`src/verilog/cpu_pkg.sv`:
```
package cpu_pkg;

    typedef enum logic [5:0] {
        op_nop   = 6'd0,
        op_add   = 6'd1,
        op_sub   = 6'd2,
        op_and   = 6'd3,
        op_or    = 6'd4,
        op_xor   = 6'd5,
        op_shl   = 6'd6,
        op_shr   = 6'd7,
        op_addi  = 6'd8,
        op_load  = 6'd9,
        op_store = 6'd10,
        op_beq   = 6'd11,
        op_bne   = 6'd12,
        op_halt  = 6'd13
    } opcode_t;

    typedef enum logic [3:0] {
        alu_pass, alu_add, alu_sub, alu_and, alu_or, alu_xor, alu_shl, alu_shr
    } alu_op_t;

    typedef enum logic [1:0] {
        mem_none, mem_load, mem_store
    } mem_op_t;

    localparam int gpr_num        = 32;
    localparam int gpr_addr_width = 5;

    // instruction fields
    localparam int op_hi  = 31;
    localparam int op_lo  = 26;
    localparam int rd_hi  = 25;
    localparam int rd_lo  = 21;
    localparam int rs0_hi = 20;
    localparam int rs0_lo = 16;
    localparam int rs1_hi = 15;
    localparam int rs1_lo = 11;
    localparam int imm_hi = 15;  // overlaps rs1, sign extended
    localparam int imm_lo = 0;

endpackage

```
`src/verilog/mem_pkg.sv`:
```
package mem_pkg;

    localparam int word_width     = 32;
    localparam int spm_depth      = 1024;  // words
    localparam int spm_addr_width = 10;    // word index into the spm
    localparam int pc_width       = 10;    // pc counts words, not bytes

endpackage

```
`src/verilog/stage_if.sv`:
```
`timescale 1ns/1ps

// decode register, read by execute
interface id_ex_if;
    import mem_pkg::*;
    import cpu_pkg::*;

    logic                      valid;
    alu_op_t                   alu_op;
    logic [word_width-1:0]     alu_in_0;
    logic [word_width-1:0]     alu_in_1;
    mem_op_t                   mem_op;
    logic [word_width-1:0]     store_data;
    logic [gpr_addr_width-1:0] dst;
    logic                      we;
    logic                      halt;

    modport producer (output valid, alu_op, alu_in_0, alu_in_1, mem_op, store_data, dst, we, halt);
    modport consumer (input valid, alu_op, alu_in_0, alu_in_1, mem_op, store_data, dst, we, halt);
endinterface

// execute register, read by the memory stage
interface ex_mem_if;
    import mem_pkg::*;
    import cpu_pkg::*;

    logic                      valid;
    logic [word_width-1:0]     result;  // byte address for loads and stores
    mem_op_t                   mem_op;
    logic [word_width-1:0]     store_data;
    logic [gpr_addr_width-1:0] dst;
    logic                      we;
    logic                      halt;

    modport producer (output valid, result, mem_op, store_data, dst, we, halt);
    modport consumer (input valid, result, mem_op, store_data, dst, we, halt);
endinterface
```
`src/verilog/execute_stage.sv`:
```
`timescale 1ns/1ps

module execute_stage (
    input  logic                                clk,
    input  logic                                rst,
    id_ex_if.consumer                           id_ex,
    ex_mem_if.producer                          ex_mem,
    output logic                                ex_fwd_we,
    output logic [cpu_pkg::gpr_addr_width-1:0]  ex_fwd_dst,
    output logic [mem_pkg::word_width-1:0]      ex_fwd_data
);
    import mem_pkg::*;
    import cpu_pkg::*;

    logic [word_width-1:0] alu_out;

    always_comb begin
        case (id_ex.alu_op)
            alu_add: alu_out = id_ex.alu_in_0 + id_ex.alu_in_1;
            alu_sub: alu_out = id_ex.alu_in_0 - id_ex.alu_in_1;
            alu_and: alu_out = id_ex.alu_in_0 & id_ex.alu_in_1;
            alu_or:  alu_out = id_ex.alu_in_0 | id_ex.alu_in_1;
            alu_xor: alu_out = id_ex.alu_in_0 ^ id_ex.alu_in_1;
            alu_shl: alu_out = id_ex.alu_in_0 << id_ex.alu_in_1[4:0];  // low five bits
            alu_shr: alu_out = id_ex.alu_in_0 >> id_ex.alu_in_1[4:0];
            default: alu_out = id_ex.alu_in_0;
        endcase
    end

    // a load only has its address here
    assign ex_fwd_we   = id_ex.valid && id_ex.we && id_ex.mem_op != mem_load;
    assign ex_fwd_dst  = id_ex.dst;
    assign ex_fwd_data = alu_out;

    always_ff @(posedge clk) begin
        if (rst) begin
            ex_mem.valid  <= 1'b0;
            ex_mem.we     <= 1'b0;
            ex_mem.mem_op <= mem_none;
            ex_mem.halt   <= 1'b0;
        end else begin
            ex_mem.valid  <= id_ex.valid;
            ex_mem.we     <= id_ex.we;
            ex_mem.mem_op <= id_ex.mem_op;
            ex_mem.halt   <= id_ex.halt;
        end
    end

    always_ff @(posedge clk) begin
        ex_mem.result     <= alu_out;
        ex_mem.store_data <= id_ex.store_data;
        ex_mem.dst        <= id_ex.dst;
    end
endmodule

```
`src/flat_wrapper.sv`:
```
// flat-port wrapper written by rule: the top's interface ports become plain ports
module execute_stage_flat import mem_pkg::*; import cpu_pkg::*;
  (clk, rst, ex_fwd_we, ex_fwd_dst, ex_fwd_data, id_ex_valid, id_ex_alu_op, id_ex_alu_in_0, id_ex_alu_in_1, id_ex_mem_op, id_ex_store_data, id_ex_dst, id_ex_we, id_ex_halt, ex_mem_valid, ex_mem_result, ex_mem_mem_op, ex_mem_store_data, ex_mem_dst, ex_mem_we, ex_mem_halt);
  id_ex_if id_ex_i ();
  ex_mem_if ex_mem_i ();
  input  logic clk;
  input  logic rst;
  output logic ex_fwd_we;
  output logic [cpu_pkg::gpr_addr_width-1:0] ex_fwd_dst;
  output logic [mem_pkg::word_width-1:0] ex_fwd_data;
  input wire logic [$bits(id_ex_i.valid)-1:0] id_ex_valid;
  input wire logic [$bits(id_ex_i.alu_op)-1:0] id_ex_alu_op;
  input wire logic [$bits(id_ex_i.alu_in_0)-1:0] id_ex_alu_in_0;
  input wire logic [$bits(id_ex_i.alu_in_1)-1:0] id_ex_alu_in_1;
  input wire logic [$bits(id_ex_i.mem_op)-1:0] id_ex_mem_op;
  input wire logic [$bits(id_ex_i.store_data)-1:0] id_ex_store_data;
  input wire logic [$bits(id_ex_i.dst)-1:0] id_ex_dst;
  input wire logic [$bits(id_ex_i.we)-1:0] id_ex_we;
  input wire logic [$bits(id_ex_i.halt)-1:0] id_ex_halt;
  output wire logic [$bits(ex_mem_i.valid)-1:0] ex_mem_valid;
  output wire logic [$bits(ex_mem_i.result)-1:0] ex_mem_result;
  output wire logic [$bits(ex_mem_i.mem_op)-1:0] ex_mem_mem_op;
  output wire logic [$bits(ex_mem_i.store_data)-1:0] ex_mem_store_data;
  output wire logic [$bits(ex_mem_i.dst)-1:0] ex_mem_dst;
  output wire logic [$bits(ex_mem_i.we)-1:0] ex_mem_we;
  output wire logic [$bits(ex_mem_i.halt)-1:0] ex_mem_halt;
  assign id_ex_i.valid = id_ex_valid;
  assign id_ex_i.alu_op = id_ex_alu_op;
  assign id_ex_i.alu_in_0 = id_ex_alu_in_0;
  assign id_ex_i.alu_in_1 = id_ex_alu_in_1;
  assign id_ex_i.mem_op = id_ex_mem_op;
  assign id_ex_i.store_data = id_ex_store_data;
  assign id_ex_i.dst = id_ex_dst;
  assign id_ex_i.we = id_ex_we;
  assign id_ex_i.halt = id_ex_halt;
  assign ex_mem_valid = ex_mem_i.valid;
  assign ex_mem_result = ex_mem_i.result;
  assign ex_mem_mem_op = ex_mem_i.mem_op;
  assign ex_mem_store_data = ex_mem_i.store_data;
  assign ex_mem_dst = ex_mem_i.dst;
  assign ex_mem_we = ex_mem_i.we;
  assign ex_mem_halt = ex_mem_i.halt;
  execute_stage u_core (.clk(clk), .rst(rst), .id_ex(id_ex_i), .ex_mem(ex_mem_i), .ex_fwd_we(ex_fwd_we), .ex_fwd_dst(ex_fwd_dst), .ex_fwd_data(ex_fwd_data));
endmodule
```
`config.mk`:
```
export PLATFORM = sky130hd
export DESIGN_NAME = execute_stage_flat
export DESIGN_NICKNAME = d
export VERILOG_FILES = /design/src/verilog/cpu_pkg.sv /design/src/verilog/mem_pkg.sv /design/src/verilog/stage_if.sv /design/src/verilog/execute_stage.sv /design/src/flat_wrapper.sv
export SDC_FILE = /design/constraint.sdc
export NUM_CORES = 1
export LEC_CHECK = 0
export BUFFER_PORTS_ARGS = -buffer_cell sky130_fd_sc_hd__buf_2
export CORE_ASPECT_RATIO = 1.4
export CORE_MARGIN = 2
export CORE_UTILIZATION = 30
export DETAILED_ROUTE_END_ITERATION = 7
export PLACE_DENSITY = 0.5
export SLEW_MARGIN = 20
export SYNTH_ARGS = -nofsm -noshare
export SYNTH_HDL_FRONTEND = slang
export SYNTH_SLANG_ARGS = --single-unit
```
`constraint.sdc`:
```
create_clock -name clk -period 6.9 [get_ports clk]
set_input_delay 0.69 -clock clk [delete_from_list [all_inputs] [get_ports clk]]
set_output_delay 0.69 -clock clk [all_outputs]
set_load 0.005 [all_outputs]
```
Yosys cells after proc, flatten, opt, wreduce, memory -nomap -nowiden. Index checks and enable logic that the tools add are counted. Widths: inputs -> output; s select.

Logic and storage cells: 25. Register bits after elaboration: 74. Output and inout bits: 112.

Reduce and logical (&&, ||, !) cells: 2. Eq/ne operators: 8. Add/sub/neg operators: 2. Bitwise operators: 3. Muxes and demuxes: 1. Shift-type cells: 2.

Operators by type and width (count): $pmux 32 s7 (1); $add 32x32->32 (1); $and 32x32->32 (1); $or 32x32->32 (1); $shl 32x5->32 (1); $shr 32x5->32 (1); $sub 32x32->32 (1); $xor 32x32->32 (1); $eq 4x3->1 const B (4); $eq 4x2->1 const B (2); $eq 4x1->1 const B (1); $logic_and 1x1->1 (2); $ne 2x1->1 const B (1).

Longest topological paths before layout. Gate-level depths: netlist of the first run.

Depth in word-level cells: 2. Depth in mapped cells: 22.

Worst setup path before layout of the first run. No wires, ideal clock.

Path type: input -> output. Start point: in id_ex_alu_in_1[0]. End point: out ex_fwd_data[31] (netlist bit). Data arrival time: 4601 ps. Cell stages on the path: 22. Slack: 1609 ps. Path through: buf_6 > buf_12 > buf_4 > inv_2 > buf_2 > ha_1 > nand2b_1 > or3_1 > nand2b_1 > nor3_2 > nand3_1 > o21ai_0 > xnor2_1 > ha_1 > clkbuf_1 > a21oi_1 > o21bai_1 > a2111oi_0 > o21ai_0 > nor3_1 > a31oi_1 > nand3_1.

Longest elaborated chain between the ends: 2. Elaborated cells on any way between the ends: 5. Those cells by class: add/sub: 2; shift: 2; mux: 1.

Ends and longest elaborated chain: from (decl) (RTL line flat_wrapper.sv:14) `input wire logic [$bits(id_ex_i.alu_in_1)-1:0] id_ex_alu_in_1;`; $sub 32x32->32, or another cell as far along (RTL line execute_stage.sv:20) `alu_sub: alu_out = id_ex.alu_in_0 - id_ex.alu_in_1;`; $pmux 32 s7 * (RTL line execute_stage.sv:18) `case (id_ex.alu_op)`; to (decl) (RTL line flat_wrapper.sv:10) `output logic [mem_pkg::word_width-1:0] ex_fwd_data;`.

Every way passes the cells marked *; elsewhere a longest branch is shown, timed or not.

Final worst setup path of the first run.
Start point: in id_ex_alu_in_1[4]. End point: out ex_fwd_data[25] (netlist bit).

Same word-level chain as after synthesis.

==> impl_metrics.py, run 1 <==
metrics = {
    "floorplanning": {
        "die_h_um": 221.7,
        "die-area_um2": 35370,
        "initial_core_util_pct": 30.50,
        "io_pins": 224,
        "core_area_um2": 33310,
        "die_x_um": 159.5,
        "rows": 79,
    },
    "clock_tree": {
        "numCtsBuffers": 9,
        "post-cts-setup-buffers": 0,
        "cts.clk_slew.worst_paths_ps": 70,
        "cts_num_sinks": 74,
        "clockBufferDepth": 2,
        "cts_resized": 0,
        "cts-hold-fix-buffers": 0,
        "root_buffer": "clkbuf_16",
        "htree_num_levels": 3,
        "cts_tree": "built",
    },
    "power_and_ir_drop": {
        "p_seq_share_pct": 25.5,
        "clock_power_share_pct": 27.4,
        "irDropWorstVdd_mv": 0.1468,
        "switchingPower_mw": 0.7444,
        "leakage_nw": 5.212,
        "p_int_mw": 1.108,
        "powerDensity_nw_per_um2": 156.3,
        "pwr-share-comb_pct": 47.1,
        "p_sw_share_pct": 40.19,
    },
    "hold_path": {
        "hp-class": "in2reg",
        "worstHoldStart": "id_ex_store_data[25]",
        "whs_endpoint": "u_core.ex_mem.store_data[25]",
        "whs_path_depth": 1,
    },
    "timing": {
        "hold_viol": 0,
        "fmax_mhz": 177.9,
        "max_slew_margin_pct": 21.56,
        "setup_slack_ps": 1278,
        "post-route-period-util_pct": 81.47,
        "report.final.slew_viol_count": 0,
        "tightest_slew_ps": 1166,
        "tns_ps": 0,
        "rsz0062_at_grt": "no",
        "setup_violations": 0,
        "period_needed_ps": 5622,
    },
    "yosys": {
        "synth-seq-cells": 74,
        "synthMuxAreaShare_pct": 19.36,
        "syn_nets": 1514,
        "synth_ff_type": "dfxtp_1",
        "syn_area_per_cell_um2": 7.791,
        "synth-edff-count": 0,
        "syn-instance-count": 1304,
        "synth_top_family_by_area": "compound AO/OA/AOI/OAI gates",
        "async_reset_ff_share_pct": 0,
        "synthAdderAreaFrac_pct": 12.14,
        "yosysMostFrequentCell": "nor2_1",
        "yosys_warnings": 0,
        "synth_top_area_share_pct": 14.58,
        "yosys.area_share.simple_pct": 16.93,
        "synth-compound-area-share_pct": 25.58,
        "yosysTopAreaCell": "dfxtp_1",
        "synthXorXnorAreaFrac_pct": 3.707,
        "synth_area_um2": 10160,
        "synth_cell_type_count": 75,
        "synth_commonest_cells": "nor2_1 (153), a21oi_1 (127), ha_1 (97)",
        "ys_seq_area_share_pct": 14.58,
        "ys_top_cells_by_area": "dfxtp_1 (15%), ha_1 (12%), mux4_2 (10%)",
    },
    "global_route": {
        "grt_pass1_wl_um": 70990,
        "first_global_vias": 10850,
        "grt_usage_pct": 26.47,
        "antenna_found_initial": 0,
        "grt_overflow": 0,
        "grt_max_degree": 70,
    },
    "placement": {
        "portBuffers": 223,
        "hpwl_um": 38090,
        "pre_cts_ws_ps": 1311,
        "gp_congestion": 0.9703,
    },
    "drt": {
        "first_pass_iters": 5,
        "avgViaCountPerCell": 5.914,
        "drc_errors": 0,
        "routed_wl_um": 48580,
        "drt-wirelength-per-cell_um": 25.52,
        "num_vias": 11260,
        "ant_nets": 0,
        "drt_iter0_markers": 1053,
    },
    "finish": {
        "num_antenna_cells": 0,
        "drive_above_1_share_pct": 23.44,
        "fin_nets": 1665,
        "synthToLayoutAreaGrowth_pct": 16.65,
    },
    "setup_path": {
        "crit_fanout": 30,
        "crit_required_ps": 6210,
        "crit_arrival_ps": 4930,
        "critPathKind": "in2out",
        "startpoint_type": "input pin",
        "critPathCaptureType": "primary output",
    },
    "run_status": {
        "outcome": "completed",
    },
    "run": {
        "drv_cap": 0,
    },
}
[kinds of logic after synthesis]
family / Yosys count
AOI/OAI and AO/OA: 405
and+or+nand+nor: 370
buffers and inverters: 187
xor gates and xnor gates: 43
muxes: 127
DFF: 74
adders and majority gates: 98
[area by class of cell]
cell class | instances | area, um2
tap | 445 | 556.8
sequential | 74 | 1481
fill | 3606 | 21460
clock buffer | 11 | 232.7
clock inverter | 4 | 77.57
timing repair buffer | 249 | 1314
inverter | 78 | 292.8
multi-input combinational | 1043 | 7896
[state kept, by name (all words and copies together), names as in the netlist]
signal / cells
u_core.ex_mem.result: 32
u_core.ex_mem.store_data: 32
u_core.ex_mem.dst: 5
u_core.ex_mem.mem_op: 2
u_core.ex_mem.halt: 1
u_core.ex_mem.valid: 1
u_core.ex_mem.we: 1
[power groups by stage]
stage	registers [mW]	clock network [mW]	logic [mW]
detailed placement	0.483	0	0.856
floorplan	0.488	0	0.515
CTS	0.474	0.522	0.861
global placement	0.482	0	0.859
global route	0.477	0.540	0.934
finish	0.473	0.507	0.872
[how the worst max path moves through the flow]
stage | start | to | slack, ps | cells past startpoint
global route | id_ex_alu_in_1[4] | ex_fwd_data[31] | 800 | 17
floorplan | id_ex_alu_in_1[0] | ex_fwd_data[31] | 1610 | 22
detailed placement | id_ex_alu_in_1[4] | ex_fwd_data[29] | 1310 | 16
finish | id_ex_alu_in_1[4] | ex_fwd_data[25] | 1280 | 15
global placement | id_ex_alu_in_1[4] | ex_fwd_data[31] | 1320 | 16
CTS | id_ex_alu_in_1[4] | ex_fwd_data[31] | 1280 | 16
[layer usage]
layer / wire (um) / track usage, %
met5: 0 / 0
met4: 3349 / 16.98
met3: 3562 / 4.209
met2: 23350 / 45.36
met1: 18320 / 30.52
[worst max-delay path, cell delays in order]
cell,delay (ps)
buf_2,290
or3_1,490
or3_1,340
nand2b_1,260
o31ai_1,300
xnor2_1,110
ha_1,420
nand2_1,130
a2111oi_0,390
o21ai_0,270
a21oi_1,330
or2_2,220
nor4b_1,280
o32a_1,270
buf_2,130
[stage by stage]
step	power, mW	utilization, %	hold slack [ps]	cells	instance area, um2
floorplan	1.003	-	717.7	1304	10160
global placement	1.342	34.65	793.2	1889	11540
detailed placement	1.339	34.65	794.1	1889	11540
CTS	1.857	35.58	413.6	1904	11850
global route	1.950	35.58	417.9	1904	11850
finish	1.852	35.58	422.3	1904	11850
[placed cells by master (no fill, tap or decap), types with 27 or more instances in the layout]
cell type,instances
dfxtp_1,74
buf_2,222
o21ai_0,82
nor2_1,153
buf_4,27
mux4_2,46
inv_1,75
xnor2_1,35
ha_1,97
nand2_1,78
a21oi_1,127
mux2i_1,57
No activity file was read; power rests on OpenSTA's default activity.
==> inputs of run 2 (changes only) <==
--- a/config.mk
+++ b/config.mk
@@ -10,7 +10,7 @@
 export CORE_MARGIN = 2
 export CORE_UTILIZATION = 30
 export DETAILED_ROUTE_END_ITERATION = 7
-export PLACE_DENSITY = 0.5
+export PLACE_DENSITY = 0.52
 export SLEW_MARGIN = 20
 export SYNTH_ARGS = -nofsm -noshare
 export SYNTH_HDL_FRONTEND = slang
==> constraint.sdc (replaced) <==
create_clock -name clk -period 4.79 [get_ports clk]
set_input_delay 0.479 -clock clk [delete_from_list [all_inputs] [get_ports clk]]
set_output_delay 0.479 -clock clk [all_outputs]
set_load 0.005 [all_outputs]
==> impl_metrics.py, run 2 (same netlist as run 1, synthesis figures left out) <==
metrics = {
    "run_status": {
        "outcome": "completed",
    },
    "timing": {
        "report.final.slew_viol_count": 0,
        "tightest_slew_ps": 912.2,
        "max_slew_margin_pct": 39.19,
        "period_needed_ps": 4588,
        "post-route-period-util_pct": 95.77,
        "setup_violations": 0,
        "setup_slack_ps": 202.5,
        "hold_viol": 0,
        "fmax_mhz": 218.0,
        "rsz0062_at_grt": "yes",
    },
    "floorplanning": {
        "die-area_um2": 35370,
        "io_pins": 224,
        "core_area_um2": 33310,
        "initial_core_util_pct": 30.50,
        "rows": 79,
        "die_h_um": 221.7,
        "die_x_um": 159.5,
    },
    "hold_path": {
        "whs_path_depth": 1,
        "hp-class": "in2reg",
    },
    "placement": {
        "portBuffers": 223,
        "place_area_um2": 12360,
        "pre_cts_ws_ps": -33.50,
        "hpwl_um": 39420,
        "gp_congestion": 1.031,
    },
    "setup_path": {
        "crit_required_ps": 4310,
        "crit_fanout": 4,
        "critPathKind": "in2out",
        "critPathCaptureType": "primary output",
        "critPathLaunch": "id_ex_alu_in_1[3]",
        "crit_arrival_ps": 4110,
        "startpoint_type": "input pin",
        "crit_end": "ex_fwd_data[30]",
    },
    "clock_tree": {
        "cts_tree": "built",
        "root_buffer": "clkbuf_16",
        "numCtsBuffers": 9,
        "cts.clk_slew.worst_paths_ps": 80,
        "htree_num_levels": 3,
        "clockBufferDepth": 2,
        "cts_num_sinks": 74,
    },
    "drt": {
        "drt_iter0_markers": 1156,
        "ant_nets": 0,
        "drc_errors": 0,
        "first_pass_iters": 6,
        "num_vias": 11900,
        "avgViaCountPerCell": 5.904,
        "routed_wl_um": 49500,
        "drt-wirelength-per-cell_um": 24.56,
    },
    "finish": {
        "final_cell_mix": "buf_2 (222), nor2_1 (152), buf_4 (136), a21oi_1 (125), ha_1 (95)",
        "postLayoutCoreUtil_pct": 38.58,
        "final_common_cell": "buf_2",
        "fin_nets": 1774,
        "top_regs": "u_core.ex_mem.result (32), u_core.ex_mem.store_data (32), u_core.ex_mem.dst (5)",
        "drive_above_1_share_pct": 30.66,
        "final_cell_area_um2": 12850,
        "synthToLayoutAreaGrowth_pct": 26.48,
    },
    "global_route": {
        "grt_overflow": 0,
        "grt_pass1_wl_um": 72590,
        "grt_usage_pct": 26.99,
        "antenna_found_initial": 1,
        "first_global_vias": 11430,
        "grt_max_degree": 70,
    },
    "power_and_ir_drop": {
        "irDropWorstVdd_mv": 0.1731,
        "powerDensity_nw_per_um2": 223.8,
        "leakage_nw": 5.815,
    },
    "run": {
        "drv_cap": 0,
    },
}
run 2: changes by cell type in the layout (fill, tap and decap cells not counted), moves of 3 or more:
cell,delta
o21ai_0,-11
o21ai_1,+9
o41ai_1,-3
a2111oi_2,+4
a2111oi_0,-5
buf_4,+109
o41ai_2,+3
run 2: cell type report:
cell class / count / area, um2
flip-flops and latches: 74 / 1481
fillers: 3480 / 20460
multi-input cells: 1043 / 8046
repair buffers: 358 / 2132
clock inverters: 5 / 85.08
inverters: 78 / 292.8
clock buffers: 11 / 252.7
well taps: 445 / 556.8
diodes: 1 / 2.502
run 2: stage by stage:
| stage | hold WS, ps | cells | power (mW) | setup TNS (ps) |
|---|---|---|---|---|
| 2_1_floorplan | 506.7 | 1304 | 1.446 | 0 |
| 3_3_place_gp | 581.8 | 1997 | 2.043 | 0 |
| 3_5_place_dp | 583.2 | 1997 | 2.046 | -58.64 |
| 4_1_cts | 199.2 | 2014 | 2.857 | 0 |
| 5_1_grt | 202.4 | 2014 | 3.023 | -70.70 |
| 6_report | 212.2 | 2015 | 2.876 | 0 |
run 2: worst min path at each step:
| stage | startpoint | to | slack [ps] |
|---|---|---|---|
| detailed placement | id_ex_store_data[13] | u_core.ex_mem.store_data[13] | 580 |
| finish | id_ex_store_data[2] | u_core.ex_mem.store_data[2] | 210 |
| floorplan | id_ex_dst[0] | u_core.ex_mem.dst[0] | 510 |
| CTS | id_ex_store_data[2] | u_core.ex_mem.store_data[2] | 200 |
| global placement | id_ex_store_data[21] | u_core.ex_mem.store_data[21] | 580 |
| global route | id_ex_store_data[2] | u_core.ex_mem.store_data[2] | 200 |
run 2: routing by layer:
metal	global-route usage [%]	vias to the layer above	part of all wire, %
met5	0	-	0
met4	17.51	0	7.4
met3	3.966	156	7.3
met2	45.96	698	48
met1	31.49	5698	38
li1	-	5344	-
run 2: report_power, final:
group / switching (mW) / internal [mW]
registers: 0.0103 / 0.668
logic: 0.824 / 0.579
clock network: 0.306 / 0.488
run 2: critical path, cell delays in order:
cell and delay, ps:
buf_2 120, or3_1 410, buf_4 160, nor3b_1 170
buf_4 150, nand2_1 100, o31ai_1 290, xnor2_1 170
ha_1 270, a21o_1 160, a21o_1 200, a2111oi_2 400
o21ai_2 160, o21ai_0 420, a211o_1 200, nand3_1 100
buf_2 150
run 2: timing repair:
item	4_1_cts	5_1_grt
pin swaps	1	3
endpoints found under the setup margin	2	17
hold buffers	0	0
buffers inserted	1	0
resized for setup	1	44
